<file path="config.mk">
export PLATFORM = sky130hd
export DESIGN_NAME = dump_counters
export DESIGN_NICKNAME = d
export VERILOG_FILES = /design/src/rtl/spart_driver_pkg.sv /design/src/rtl/dump_counters.sv
export SDC_FILE = /design/constraint.sdc
export NUM_CORES = 1
export LEC_CHECK = 0
export ABC_AREA = 1
export BUFFER_PORTS_ARGS = -buffer_cell sky130_fd_sc_hd__buf_2
export CAP_MARGIN = 20
export CORE_ASPECT_RATIO = 0.5
export CORE_UTILIZATION = 40
export DETAILED_ROUTE_END_ITERATION = 7
export PLACE_DENSITY_LB_ADDON = 0.12
export SYNTH_ARGS = -nofsm -noshare
export SYNTH_HDL_FRONTEND = slang
export SYNTH_SLANG_ARGS = --single-unit
export TNS_END_PERCENT = 1
</file>
<file path="constraint.sdc">
create_clock -name clk -period 2.8 [get_ports clk]
set_input_delay 0.56 -clock clk [delete_from_list [all_inputs] [get_ports clk]]
set_output_delay 0.56 -clock clk [all_outputs]
set_load 0.02 [all_outputs]
</file>
<file path="src/rtl/spart_driver_pkg.sv">
`default_nettype none

package spart_driver_pkg;

	//////////////////////////////
	// Data types
	//////////////////////////////

	// One byte on the SPART bus
	typedef logic [7:0] byte_t;

	// Register file and data memory word
	typedef logic [31:0] word_t;

	//////////////////////////////
	// Enums
	//////////////////////////////

	// Console FSM states
	// Slot 6 stays unused
	typedef enum logic [3:0] {
		init_low_db  = 4'h0,
		init_high_db = 4'h1,
		receive_wait = 4'h2,
		send_index   = 4'h3,
		send_reg     = 4'h4,
		print_memory = 4'h5,
		next_line    = 4'h7,
		print_pc     = 4'h8
	} console_state_t;

	// SPART register select
	typedef enum logic [1:0] {
		io_txrx    = 2'd0,
		io_status  = 2'd1,
		io_db_low  = 2'd2,
		io_db_high = 2'd3
	} io_addr_t;

	// Baud selection from the board switches
	typedef enum logic [1:0] {
		baud_4800  = 2'd0,
		baud_9600  = 2'd1,
		baud_19200 = 2'd2,
		baud_38400 = 2'd3
	} baud_cfg_t;

	// Console command decoded from a received byte
	typedef enum logic [1:0] {
		cmd_none = 2'd0,
		cmd_dump = 2'd1,
		cmd_dec  = 2'd2,
		cmd_inc  = 2'd3
	} cmd_t;

	//////////////////////////////
	// Structs
	//////////////////////////////

	// Bus request from the FSM to the tristate port
	typedef struct packed {
		logic     drive;
		logic     iocs;
		logic     iorw;
		io_addr_t ioaddr;
		byte_t    data;
	} bus_req_t;

	// Counter strobes from the FSM
	typedef struct packed {
		logic inc_index;
		logic dec_index;
		logic inc_mem;
	} dump_ctrl_t;

	//////////////////////////////
	// Constants
	//////////////////////////////

	// Baud divisors, low byte goes out first
	localparam logic [15:0] divisor_table [4] = '{16'h12C0, 16'h2580, 16'h4B00, 16'h9600};

	// Console characters
	localparam byte_t char_enter = 8'h0D;
	localparam byte_t char_dec   = 8'h31;
	localparam byte_t char_inc   = 8'h32;
	localparam byte_t char_space = 8'h20;

	// Offset that turns a small value into a digit
	localparam byte_t ascii_zero = 8'h30;

endpackage

`default_nettype wire

</file>
<file path="src/rtl/dump_counters.sv">
`timescale 1ns/1ps
`default_nettype none

module dump_counters #(
	parameter int reg_dump_len = 10,
	parameter int mem_dump_len = 10,
	parameter int addr_width   = 5
) (
	input  wire                               clk,
	input  wire                               rst,
	input  wire spart_driver_pkg::dump_ctrl_t dump_ctrl,
	input  wire spart_driver_pkg::word_t      reg_data,
	input  wire spart_driver_pkg::word_t      mem_data,
	output logic [addr_width-1:0]             reg_addr,
	output logic [addr_width-1:0]             mem_addr,
	output logic                              index_done,
	output logic                              mem_done,
	output logic                              mem_at_start,
	output spart_driver_pkg::byte_t           index_char,
	output spart_driver_pkg::byte_t           reg_char,
	output spart_driver_pkg::byte_t           mem_char
);
	import spart_driver_pkg::*;

	// Register index, wraps both ways
	logic [7:0]            reg_index;
	// Memory pointer, only reset brings it back
	logic [addr_width-1:0] mem_ptr;

	//////////////////////////////
	// Counters
	//////////////////////////////

	always_ff @(posedge clk or posedge rst) begin
		if (rst) begin
			reg_index <= '0;
		end else if (dump_ctrl.inc_index) begin
			reg_index <= reg_index + 8'd1;
		end else if (dump_ctrl.dec_index) begin
			reg_index <= reg_index - 8'd1;
		end
	end

	always_ff @(posedge clk or posedge rst) begin
		if (rst) begin
			mem_ptr <= '0;
		end else if (dump_ctrl.inc_mem) begin
			mem_ptr <= mem_ptr + 1'b1;
		end
	end

	// Read addresses
	assign reg_addr = reg_index[addr_width-1:0];
	assign mem_addr = mem_ptr;

	// Limit flags, compared at full width
	assign index_done   = 32'(reg_index) >= 32'(reg_dump_len);
	assign mem_done     = 32'(mem_ptr) >= 32'(mem_dump_len);
	assign mem_at_start = (mem_ptr == '0);

	//////////////////////////////
	// Printable characters
	//////////////////////////////

	// Single digit view, sum truncated to a byte
	assign index_char = reg_index + ascii_zero;
	assign reg_char   = reg_data[7:0] + ascii_zero;
	assign mem_char   = mem_data[7:0] + ascii_zero;

	// Index steps one way per cycle
	idx_dir_chk: assert property (@(posedge clk) disable iff (rst)
		!(dump_ctrl.inc_index && dump_ctrl.dec_index))
		else $error("dump_counters: index stepped both ways");

	// FSM stops advancing the pointer at the dump length
	mem_stop_chk: assert property (@(posedge clk) disable iff (rst)
		mem_done |=> $stable(mem_ptr))
		else $error("dump_counters: pointer moved past the dump length");

endmodule

`default_nettype wire

</file>
==> metrics.cfg <==
[run_status]
status=complete, no violations

[detailed_routing]
wire_per_inst_um=10.42
drtAntennaViolNets=0
detail_route.vias_per_cell=4.553
drc=0
drtPass1Iterations=4
wl_um=2262
vias=988
drtIter0Drc=41

[final_layout]
area_growth_pct=14.47
diodes=0
final_cell_mix=buf_2, nand2_1, inv_1
fin_cells=217
drive_gt1_share_pct=28.89
layout_commonest_cell=buf_2
fin_util_pct=50.16
nNetsFinal=264
final_area_sq_um=1346

[sta]
fmax_mhz=517.5
hold_violations=0
rsz0062_at_grt=no
fin_tns_setup_ns=0
setup-violations-final=0
fin_crit_sh_pct=69.01
worst_slew_pin_slew_ns=0.5215
relSlewSlack_pct=65.19
clock_skew_ns=0.0006548
finalMaxSlewViolations=0
fin_crit_ns=1.932

[logic_synthesis]
synthSimpleGateAreaFrac_pct=24.57
synth-edff-count=0
syn_nets=235
netlist_instances=152
synth_xor_area_share_pct=8.191
yosysWarnings=0
synth.ff_latch_count=13
synthMuxAreaShare_pct=0
synth_top_family_by_area=simple AND/OR/NAND/NOR gates
yosys.area_share.adder_pct=15.53
avgSynthCellArea_sq_um=7.738
async_flop_share_pct=100.0
yosys.area.top_type=dfrtp_1
synth_compound_area_share_pct=6.170
synthTopCellsByArea=dfrtp_1, ha_1, nand2_1
yosys_most_used_dff=dfrtp_1
mappedNetlistArea_sq_um=1176
synth_top_area_share_pct=27.66
yosysSeqAreaShare_pct=27.66
synth_cell_types=26

[global_route]
grt_pass1_wl_um=3594
grt_max_degree=14
antenna_found_initial=0
grt_overflow_total=0
gr-usage-all-layers_pct=15.75
first_global_vias=791

[setup_path]
cp-start-kind=flip-flop
r2r_slack_ns=1.32
required_ns=2.24
regToRegStartpoint=reg_index[0]
crit_type=flip-flop to output pin
crit_arrival_ns=1.37
crit_fanout=5
rr_endpoint=reg_index[6]
reg2reg_depth=7
worst_setup_path_end_kind=output pin

[pwr]
combPwrFrac_pct=63.5
total_power_uw=1639
p_sw_share_pct=51.70
pwr-share-seq_pct=25.7
vdd_drop_max_v=0.0005304
intPower_uw=791.8
switchingPower_uw=847.3
p_leak_uw=0.0007571
power.density_nw_per_um2=1217
p_clk_share_pct=10.8

[clock_tree]
clock-sinks=13
clk_latency_ns=0.25
ctsHoldBuffers=0
clk_pin_slew_ns=0.06
ctsLongestPathBuffers=2
cts_setup_buffers=0
root_buffer=clkbuf_8
post_cts_resized=0
cts_buffers=3
htreeDepth=1
cts_tree=built

[floorplan]
die_area_sq_um=3175
fp.dieH_um=40.35
coreArea_sq_um=2684
ios=106
die_x_um=78.69
start_util_pct=43.82
placementRows=13

[place]
io_buffer_count=41
gp_congestion=0.7899
dp_hpwl_um=1768
post_dp_cell_area_sq_um=1300
placed_cells=213

[flow_run]
drv_cap=0

[hold_path]
hp-class=input pin to asynchronous set/reset pin

worst max-delay path, stage by stage (launching register included):
cell     delay (ns)
dfrtp_1        0.43
inv_1          0.10
ha_1           0.14
inv_1          0.04
nor4_1         0.20
buf_2          0.21
through the flow:
step                      worst slack, ns  hold slack, ns
after floorplan                    0.8061          0.4370
after global placement             0.8271          0.5118
after detailed placement           0.8017          0.5224
after CTS                          0.8488          0.3544
after global routing               0.7045          0.3881
final                              0.8677          0.3324
worst max-delay path by stage:
| stage | startpoint | endpoint | slack, ns | cells past startpoint |
|---|---|---|---|---|
| CTS | mem_addr[0] | mem_at_start | 0.85 | 5 |
| floorplan | mem_addr[0] | mem_at_start | 0.81 | 4 |
| detailed placement | dump_ctrl[2] | reg_index[5] | 0.80 | 8 |
| finish | mem_addr[0] | mem_at_start | 0.87 | 5 |
| global route | mem_addr[0] | mem_at_start | 0.70 | 5 |
| global placement | dump_ctrl[2] | reg_index[6] | 0.83 | 8 |
routing by layer:
layer	vias up	share of wire [%]	GRT usage [%]
met5	-	0	0
met4	0	1.8	7.407
li1	520	-	-
met2	40	42	27.17
met1	422	48	18.33
met3	6	8.4	5.682
synthesized netlist by cell type (2+ instances only):
cell type  number
xnor2_1         8
nor2_1          6
o21ai_0         5
nand2_1        35
dfrtp_1        13
xor2_1          3
ha_1           13
buf_4          17
a21oi_1         3
nand3_1         8
nand4_1         2
o21ai_1         2
nand3b_1        4
inv_1          21
registers in the layout, indices dropped and copies added, names as in the netlist:
register and cells:
mem_addr 5, reg_index 8
power groups by stage:
stage / registers, uW / clock network [uW] / logic (uW)
finish: 422 / 177 / 1040
global route: 444 / 196 / 1180
CTS: 426 / 184 / 1050
detailed placement: 426 / 0 / 1050
global placement: 426 / 0 / 1040
floorplan: 442 / 0 / 840
cell type report:
class / instances / area, sq um
Timing Repair Buffer: 41 / 205.2
Clock inverter: 1 / 5.005
Fill cell: 277 / 1338
Clock buffer: 3 / 41.29
Inverter: 22 / 82.58
Tap cell: 37 / 46.29
Sequential cell: 13 / 325.3
Multi-Input combinational cell: 100 / 640.6
cell families after synthesis:
logic type,after synthesis
AOI/OAI and AO/OA,13
buffers and inverters,39
xor gates and xnor gates,11
DFF,13
and+or+nand+nor,62
adders and majority gates,14
Power figures use the tool's default switching activity.
