$ cat config.mk
export PLATFORM = sky130hd
export DESIGN_NAME = console_fsm
export DESIGN_NICKNAME = d
export VERILOG_FILES = /design/src/rtl/spart_driver_pkg.sv /design/src/rtl/console_fsm.sv
export SDC_FILE = /design/constraint.sdc
export NUM_CORES = 1
export LEC_CHECK = 0
export BUFFER_PORTS_ARGS = -buffer_cell sky130_fd_sc_hd__buf_2
export CORE_MARGIN = 4
export CORE_UTILIZATION = 35
export DETAILED_ROUTE_END_ITERATION = 10
export PLACE_DENSITY_LB_ADDON = 0.2
export SLEW_MARGIN = 25
export SYNTH_ARGS = -nofsm -noshare
export SYNTH_HDL_FRONTEND = slang
export SYNTH_SLANG_ARGS = --single-unit
export TNS_END_PERCENT = 10
$ cat constraint.sdc
create_clock -name clk -period 1.7 [get_ports clk]
set_input_delay 0.34 -clock clk [delete_from_list [all_inputs] [get_ports clk]]
set_output_delay 0.34 -clock clk [all_outputs]
set_load 0.02 [all_outputs]
$ cat src/rtl/spart_driver_pkg.sv
`default_nettype none

package spart_driver_pkg;

	//////////////////////////////
	// Data types
	//////////////////////////////

	// One byte on the SPART bus
	typedef logic [7:0] byte_t;

	// Register file and data memory word
	typedef logic [31:0] word_t;

	//////////////////////////////
	// Enums
	//////////////////////////////

	// Console FSM states
	// Slot 6 stays unused
	typedef enum logic [3:0] {
		init_low_db  = 4'h0,
		init_high_db = 4'h1,
		receive_wait = 4'h2,
		send_index   = 4'h3,
		send_reg     = 4'h4,
		print_memory = 4'h5,
		next_line    = 4'h7,
		print_pc     = 4'h8
	} console_state_t;

	// SPART register select
	typedef enum logic [1:0] {
		io_txrx    = 2'd0,
		io_status  = 2'd1,
		io_db_low  = 2'd2,
		io_db_high = 2'd3
	} io_addr_t;

	// Baud selection from the board switches
	typedef enum logic [1:0] {
		baud_4800  = 2'd0,
		baud_9600  = 2'd1,
		baud_19200 = 2'd2,
		baud_38400 = 2'd3
	} baud_cfg_t;

	// Console command decoded from a received byte
	typedef enum logic [1:0] {
		cmd_none = 2'd0,
		cmd_dump = 2'd1,
		cmd_dec  = 2'd2,
		cmd_inc  = 2'd3
	} cmd_t;

	//////////////////////////////
	// Structs
	//////////////////////////////

	// Bus request from the FSM to the tristate port
	typedef struct packed {
		logic     drive;
		logic     iocs;
		logic     iorw;
		io_addr_t ioaddr;
		byte_t    data;
	} bus_req_t;

	// Counter strobes from the FSM
	typedef struct packed {
		logic inc_index;
		logic dec_index;
		logic inc_mem;
	} dump_ctrl_t;

	//////////////////////////////
	// Constants
	//////////////////////////////

	// Baud divisors, low byte goes out first
	localparam logic [15:0] divisor_table [4] = '{16'h12C0, 16'h2580, 16'h4B00, 16'h9600};

	// Console characters
	localparam byte_t char_enter = 8'h0D;
	localparam byte_t char_dec   = 8'h31;
	localparam byte_t char_inc   = 8'h32;
	localparam byte_t char_space = 8'h20;

	// Offset that turns a small value into a digit
	localparam byte_t ascii_zero = 8'h30;

endpackage

`default_nettype wire

$ cat src/rtl/console_fsm.sv
`timescale 1ns/1ps
`default_nettype none

module console_fsm (
	input  wire                               clk,
	input  wire                               rst,
	input  wire spart_driver_pkg::baud_cfg_t  br_cfg,
	input  wire                               rda,
	input  wire                               tbr,
	input  wire spart_driver_pkg::cmd_t       cmd,
	input  wire                               index_done,
	input  wire                               mem_done,
	input  wire                               mem_at_start,
	input  wire spart_driver_pkg::byte_t      index_char,
	input  wire spart_driver_pkg::byte_t      reg_char,
	input  wire spart_driver_pkg::byte_t      mem_char,
	output spart_driver_pkg::bus_req_t        bus_req,
	output spart_driver_pkg::dump_ctrl_t      dump_ctrl,
	output logic                              reg_re
);
	import spart_driver_pkg::*;

	console_state_t state;
	console_state_t next_state;
	// Divisor for the selected baud rate
	logic [15:0]    divisor;

	//////////////////////////////
	// Bus request helpers
	//////////////////////////////

	// Chip select off, bus released
	function automatic bus_req_t bus_idle();
		return '{drive: 1'b0, iocs: 1'b0, iorw: 1'b1, ioaddr: io_txrx, data: 8'h00};
	endfunction

	// Divisor byte into the baud generator
	function automatic bus_req_t db_write(io_addr_t addr, byte_t value);
		return '{drive: 1'b1, iocs: 1'b1, iorw: 1'b1, ioaddr: addr, data: value};
	endfunction

	// One character into the transmit buffer
	function automatic bus_req_t tx_write(byte_t ch);
		return '{drive: 1'b1, iocs: 1'b1, iorw: 1'b0, ioaddr: io_txrx, data: ch};
	endfunction

	// Receive read, SPART owns the bus
	function automatic bus_req_t rx_read();
		return '{drive: 1'b0, iocs: 1'b1, iorw: 1'b1, ioaddr: io_txrx, data: 8'h00};
	endfunction

	assign divisor = divisor_table[br_cfg];

	// State flop
	always_ff @(posedge clk or posedge rst) begin
		if (rst) begin
			state <= init_low_db;
		end else begin
			state <= next_state;
		end
	end

	//////////////////////////////
	// Next state and outputs
	//////////////////////////////

	always_comb begin
		// Hold and stay idle unless a state says otherwise
		next_state = state;
		bus_req    = bus_idle();
		dump_ctrl  = '0;
		reg_re     = 1'b0;

		case (state)
			// Baud setup, one cycle each
			init_low_db: begin
				bus_req    = db_write(io_db_low, divisor[7:0]);
				next_state = init_high_db;
			end
			init_high_db: begin
				bus_req    = db_write(io_db_high, divisor[15:8]);
				next_state = receive_wait;
			end

			// Sit with chip select low until a byte arrives
			receive_wait: begin
				if (rda) begin
					bus_req = rx_read();
					case (cmd)
						cmd_dump: begin
							reg_re     = 1'b1;
							next_state = send_index;
						end
						cmd_dec: begin
							dump_ctrl.dec_index = 1'b1;
							next_state          = print_pc;
						end
						cmd_inc: begin
							dump_ctrl.inc_index = 1'b1;
							next_state          = print_pc;
						end
						default: begin
							// Anything else is dropped
							next_state = receive_wait;
						end
					endcase
				end
			end

			// Register line, index digit first
			send_index: begin
				reg_re = 1'b1;
				if (index_done) begin
					next_state = print_memory;
				end else if (tbr) begin
					bus_req    = tx_write(index_char);
					next_state = send_reg;
				end
			end

			// Register digit, index moves on the same edge
			send_reg: begin
				reg_re = 1'b1;
				if (tbr) begin
					bus_req             = tx_write(reg_char);
					dump_ctrl.inc_index = 1'b1;
					next_state          = next_line;
				end
			end

			// Separator after every entry
			// Registers left, or memory not yet begun, go back through send_index
			next_line: begin
				reg_re = 1'b1;
				if (tbr) begin
					bus_req = tx_write(char_space);
					if (!index_done || mem_at_start) begin
						next_state = send_index;
					end else begin
						next_state = print_memory;
					end
				end
			end

			// One memory byte per entry
			print_memory: begin
				if (mem_done) begin
					next_state = receive_wait;
				end else if (tbr) begin
					bus_req           = tx_write(mem_char);
					dump_ctrl.inc_mem = 1'b1;
					next_state        = next_line;
				end
			end

			// Echo a space after '1' or '2'
			print_pc: begin
				if (tbr) begin
					bus_req    = tx_write(char_space);
					next_state = receive_wait;
				end
			end

			default: begin
				next_state = init_low_db;
			end
		endcase
	end

	// Every character sent must be a known value
	// Register and memory data arrive from outside
	tx_data_chk: assert property (@(posedge clk) disable iff (rst)
		(bus_req.drive && !bus_req.iorw && bus_req.ioaddr == io_txrx)
		|-> !$isunknown(bus_req.data))
		else $error("console_fsm: transmit write with unknown data");

endmodule

`default_nettype wire

==> flow_summary.json, run 1 <==
{
  "pre_cts_ws_ns": -0.124,
  "drt-initial-drc-count": 28,
  "leakagePower_nw": 0.779,
  "grt_pass1_vias": 1158,
  "die_w_um": 57.8,
  "period_share_pct": 118,
  "seq_area_frac_synth_pct": 11.5,
  "drt-pass1-iter-count": 4,
  "synthToLayoutAreaGrowth_pct": 80.4,
  "synth_edf_count": 0,
  "synth_area_leaders": "dfrtp_1 (12%), a22oi_1 (10%), ha_1 (7.2%), nand2_1 (5.2%), inv_1 (4.3%)",
  "setup_viol": 17,
  "coreArea_sq_um": 2280,
  "grt.total_usage_pct": 19.1,
  "grt_pass1_wl_um": 5110,
  "cp-start-kind": "flip-flop",
  "worst_slew_pin_slew_ns": 0.277,
  "cp.arrival_ns": 1.67,
  "syn-num-nets": 152,
  "critPathCaptureType": "output pin",
  "cts_max_level": 1,
  "top_layer_used": "met4",
  "start_util_pct": 38.2,
  "ant_nets": 0,
  "dpl_cell_area_sq_um": 1320,
  "cts_num_sinks": 4,
  "via_per_inst": 5.44,
  "critical_path_buf_inv_count": 3,
  "crit_slowest_cell": "dfrtp_1",
  "design_area_sq_um": 1570,
  "die_h_um": 57.8,
  "synth_area_leader_cell": "dfrtp_1",
  "instances_no_fill": 216,
  "cts_tree": "done",
  "cellPowerDensity_nw_per_um2": 1400,
  "diodes": 0,
  "synth_top_cell_area_share_pct": 11.5,
  "core.rowCount": 17,
  "irDropWorstVdd_uv": 962,
  "critPathKind": "flip-flop to output pin",
  "top_register": "state",
  "route.met2.wl_um": 1600,
  "cp.required_ns": 1.36,
  "setup_ws_ns": -0.314,
  "place.gp.congestion": 0.802,
  "largest_reg_flops": 4,
  "synth_commonest_cells": "a22oi_1 (12), nand2_1 (12), inv_1 (10), nor2_1 (9)",
  "routed_wl_um": 3210,
  "fin_tns_setup_ns": -4.43,
  "synthDistinctLibCells": 45,
  "fmax_mhz": 497,
  "io_buffer_count": 51,
  "finalNetCount": 230,
  "syn-cell-area_sq_um": 868,
  "crit_fanout": 5,
  "drive_above_1_share_pct": 55.9,
  "ys.warnings.count": 0,
  "die-area_sq_um": 3340,
  "m1WireLength_um": 1380,
  "hpwlAfterDp_um": 2310,
  "clk_latency_ns": 0.24,
  "slew_headroom_pct": 81.4,
  "antenna_found_initial": 0,
  "routedWlPerCell_um": 14.9,
  "clock_skew_ns": 0.00428,
  "report.final.slew_viol_count": 0,
  "ff2ff_setup_slack_ns": 0.04,
  "drc": 0,
  "period_needed_ns": 2.01,
  "clk_pin_slew_ns": 0.04,
  "critical_path.top_delay_family": "simple AND/OR/NAND/NOR gates",
  "ios": 52,
  "maxCapViolations": 0,
  "clock_tree.buffer_depth": 2,
  "avgSynthCellArea_sq_um": 7.75,
  "violations": "negative setup slack",
  "grt_max_degree": 12,
  "fin_util_pct": 68.8,
  "synth-seq-cells": 4,
  "hold_viol": 0,
  "root_buffer": "clkbuf_4",
  "rsz0062_at_grt": "true",
  "grt-ovfl-total": 0,
  "wl_met3_um": 176,
  "synthCells": 112,
  "async_flop_share_pct": 100,
  "yosys_most_used_dff": "dfrtp_1",
  "path_cells": "buf_4, or3_4, clkinvlp_4, a22oi_1, nand2_1, buf_6",
  "largestRegisters": "state (4)",
  "hold_path.class": "input port to async pin",
  "cts_buffers": 3,
  "num_vias": 1175,
  "dp.cells": 207,
  "status": "finished, violations left",
  "slowest_delay_ns": 0.41
}
==> final timing paths <==
check,start,to,depth (start not counted)
min in group clk,rda,state[3]$_DFFE_PP0P_,4
setup reg to reg,state[2]$_DFFE_PP0P_,state[0]$_DFFE_PP0P_,6
max in group asynchronous,rst,state[3]$_DFFE_PP0P_,3
setup / recovery,state[2]$_DFFE_PP0P_,bus_req[5],6
hold / removal,rst,state[2]$_DFFE_PP0P_,3
hold reg to reg,state[1]$_DFFE_PP0P_,state[3]$_DFFE_PP0P_,2
==> per-stage QoR <==
stage          hold slack (ns)  power (mW)
4_1_cts                  0.533        1.95
5_1_grt                  0.545        2.35
3_5_place_dp             0.231        1.62
3_3_place_gp             0.234        1.61
6_report                 0.523        2.20
2_1_floorplan            0.106        1.13
==> cell families (layout without fill, tap and decap cells) <==
family / count (synthesis) / count (layout) / synth area share, %
simple gates: 45 / 45 / 35.4
compound gates: 39 / 39 / 33.7
buf+inv: 18 / 94 / 11.0
fa+ha+maj: 5 / 5 / 7.20
flops: 4 / 4 / 11.5
mux: 1 / 1 / 1.15
==> worst register-to-register path: cells and delay by family (launching register included) <==
kind | cells | cell delay (ns)
AO/OA/AOI/OAI | 3 | 0.70
flip-flops | 1 | 0.40
buffers and inverters | 3 | 0.47
==> repair_timing <==
action	4_1_cts	5_1_grt
gates cloned	0	1
pin swaps	6	12
setup endpoints to repair	18	18
resized for setup	26	23
hold endpoints to repair	4	0
buffers inserted	1	3
hold buffers	1	0
==> final cells by class <==
cell class	count	area, sq um
Inverter	10	41.3
Fill cell	178	709
Timing Repair Buffer	81	612
Tap cell	28	35.0
Multi-Input combinational cell	90	756
Sequential cell	4	100
Clock buffer	3	22.5
==> where the power goes <==
group | internal [mW] | switching (mW)
combinational | 0.947 | 0.952
sequential | 0.133 | 0.0418
clock | 0.0793 | 0.0441
==> routing by layer <==
layer / GRT usage [%] / vias up
li1: - / 571
met1: 24.2 / 559
met2: 31.5 / 39
met3: 3.56 / 6
met4: 8.28 / 0
met5: 0 / -
==> cells in the final DEF, fill, tap and decap left out, types with 3 or more instances in the layout <==
cell / Yosys / final
nor2_1: 9 / 5
a21oi_1: 3 / 3
ha_1: 5 / 5
buf_6: 2 / 15
clkbuf_4: 0 / 3
o21ai_0: 5 / 3
o211ai_1: 3 / 3
buf_2: 4 / 37
inv_1: 10 / 8
dfrtp_1: 4 / 4
buf_12: 0 / 3
nand2_1: 12 / 10
buf_4: 2 / 25
a22oi_1: 12 / 12
nand2b_1: 4 / 4
No activity file was read; power rests on OpenSTA's default activity.
==> run 2: changes to the inputs <==
- CORE_UTILIZATION: 35 -> 30
- PLACE_DENSITY: default -> 0.71
- PLACE_DENSITY_LB_ADDON: 0.2 -> default
==> flow_summary.json, run 2 (synthesized netlist as in run 1, its figures left out) <==
{
  "io_buffer_count": 51,
  "drc": 0,
  "die-area_sq_um": 3820,
  "period_needed_ns": 2.04,
  "grt_pass1_vias": 1046,
  "grt.total_usage_pct": 15.2,
  "rsz0062_at_grt": "true",
  "largestRegisters": "state (4)",
  "critPathKind": "flip-flop to output pin",
  "setup_ws_ns": -0.341,
  "routed_wl_um": 3100,
  "irDropWorstVdd_uv": 895,
  "top_register": "state",
  "maxCapViolations": 0,
  "cp.required_ns": 1.36,
  "grt-ovfl-total": 0,
  "worst_slew_pin_slew_ns": 0.298,
  "largest_reg_flops": 4,
  "fin_tns_setup_ns": -4.35,
  "slew_headroom_pct": 80.0,
  "diodes": 0,
  "routedWlPerCell_um": 14.4,
  "drive_above_1_share_pct": 54.1,
  "slowest_delay_ns": 0.55,
  "synthToLayoutAreaGrowth_pct": 71.3,
  "reg2reg_from": "state[2]$_DFFE_PP0P_",
  "drt-pass1-iter-count": 4,
  "layout_commonest_cell": "buf_2",
  "setup_viol": 16,
  "coreArea_sq_um": 2760,
  "ff2ff_setup_slack_ns": 0.08,
  "grt_pass1_wl_um": 4440,
  "hold_viol": 0,
  "die_w_um": 61.8,
  "via_per_inst": 5.30,
  "crit_fanout": 4,
  "ios": 52,
  "antenna_found_initial": 0,
  "cts_tree": "done",
  "violations": "negative setup slack",
  "cp.arrival_ns": 1.70,
  "period_share_pct": 120,
  "use_met2_pct": 24.1,
  "fmax_mhz": 490,
  "dpl_cell_area_sq_um": 1310,
  "hold_path.class": "input port to flip-flop",
  "cts_num_sinks": 4,
  "core.rowCount": 19,
  "critical_path.top_delay_family": "simple AND/OR/NAND/NOR gates",
  "fin_util_pct": 53.9,
  "cellPowerDensity_nw_per_um2": 1370,
  "finalNetCount": 227,
  "clk_latency_ns": 0.24,
  "design_area_sq_um": 1490,
  "met1_usage_pct": 20.8,
  "root_buffer": "clkbuf_4",
  "die_h_um": 61.8,
  "critPathCaptureType": "output pin",
  "hold_depth": 2,
  "dp.cells": 210,
  "num_vias": 1145,
  "use_met3_pct": 1.03,
  "pre_cts_ws_ns": -0.113,
  "grt_max_degree": 12,
  "crit_slowest_cell": "or4b_4",
  "place.gp.congestion": 0.813,
  "report.final.slew_viol_count": 0,
  "timing.rr.end": "state[0]$_DFFE_PP0P_",
  "clock_skew_ns": 0.00320,
  "min_to": "state[3]$_DFFE_PP0P_",
  "drt-initial-drc-count": 47,
  "clock_tree.buffer_depth": 2,
  "critical_path_buf_inv_count": 1,
  "leakagePower_nw": 0.756,
  "top_usage_layer": "met2",
  "cp-start-kind": "flip-flop",
  "hpwlAfterDp_um": 2400,
  "start_util_pct": 31.5,
  "final_cell_mix": "buf_2 (40), buf_4 (27), nand2_1 (11)",
  "ant_nets": 0,
  "instances_no_fill": 216,
  "clk_pin_slew_ns": 0.04,
  "status": "finished, violations left",
  "cts_max_level": 1,
  "hp-start": "tbr",
  "cts_buffers": 3,
  "path_cells": "or4b_4, a21boi_4, nor4_4, nand3_2, buf_2",
  "reg2reg_depth": 6
}
[run 2: cell count changes in the layout (fill, tap and decap cells not counted), sizes merged]
cell  previous run  this run
buf             80        77
[run 2: worst reg2reg max path, cell delays in order (launching register included)]
cell,delay (ns)
dfrtp_2,0.40
buf_6,0.17
inv_1,0.09
buf_4,0.15
a2111o_1,0.41
o311a_1,0.13
o21ai_0,0.16
[run 2: how the worst max path moves through the flow]
| stage | from | to | slack (ns) | depth (start not counted) |
|---|---|---|---|---|
| 2_1_floorplan | state[3]$_DFFE_PP0P_ | bus_req[1] | -0.18 | 5 |
| 3_3_place_gp | state[1]$_DFFE_PP0P_ | bus_req[11] | -0.1 | 5 |
| 3_5_place_dp | state[1]$_DFFE_PP0P_ | bus_req[11] | -0.11 | 5 |
| 4_1_cts | state[0]$_DFFE_PP0P_ | bus_req[11] | -0.36 | 7 |
| 5_1_grt | state[3]$_DFFE_PP0P_ | bus_req[12] | -0.40 | 6 |
| 6_report | state[1]$_DFFE_PP0P_ | bus_req[11] | -0.34 | 5 |
[run 2: timing repair]
item,4_1_cts,5_1_grt
hold buffers,1,0
pin swaps,4,4
gates resized for setup,16,19
endpoints found under the hold margin,4,0
setup buffers,1,1
endpoints found under the setup margin,19,20
[run 2: layer usage]
layer	routed length [um]	up-vias
li1	-	568
met1	1220	529
met2	1670	43
met3	161	5
met4	55	0
met5	0	-
[run 2: per-stage QoR]
| step | hold WS [ns] | power, mW |
|---|---|---|
| 2_1_floorplan | 0.106 | 1.13 |
| 3_3_place_gp | 0.230 | 1.60 |
| 3_5_place_dp | 0.229 | 1.63 |
| 4_1_cts | 0.422 | 1.87 |
| 5_1_grt | 0.431 | 2.18 |
| 6_report | 0.424 | 2.03 |
[run 2: power breakdown]
| group | leakage (nW) | switching [mW] | internal, mW |
|---|---|---|---|
| combinational | 0.692 | 0.919 | 0.817 |
| sequential | 0.0499 | 0.0384 | 0.135 |
| clock | 0.0138 | 0.0453 | 0.0794 |
[run 2: layout make-up]
type                    count  area, sq um
flip-flops and latches      4          101
clock buffers               3         22.5
multi-input cells          90          749
fillers                   261         1270
repair buffers             78          534
inverters                  10         41.3
well taps                  31         38.8
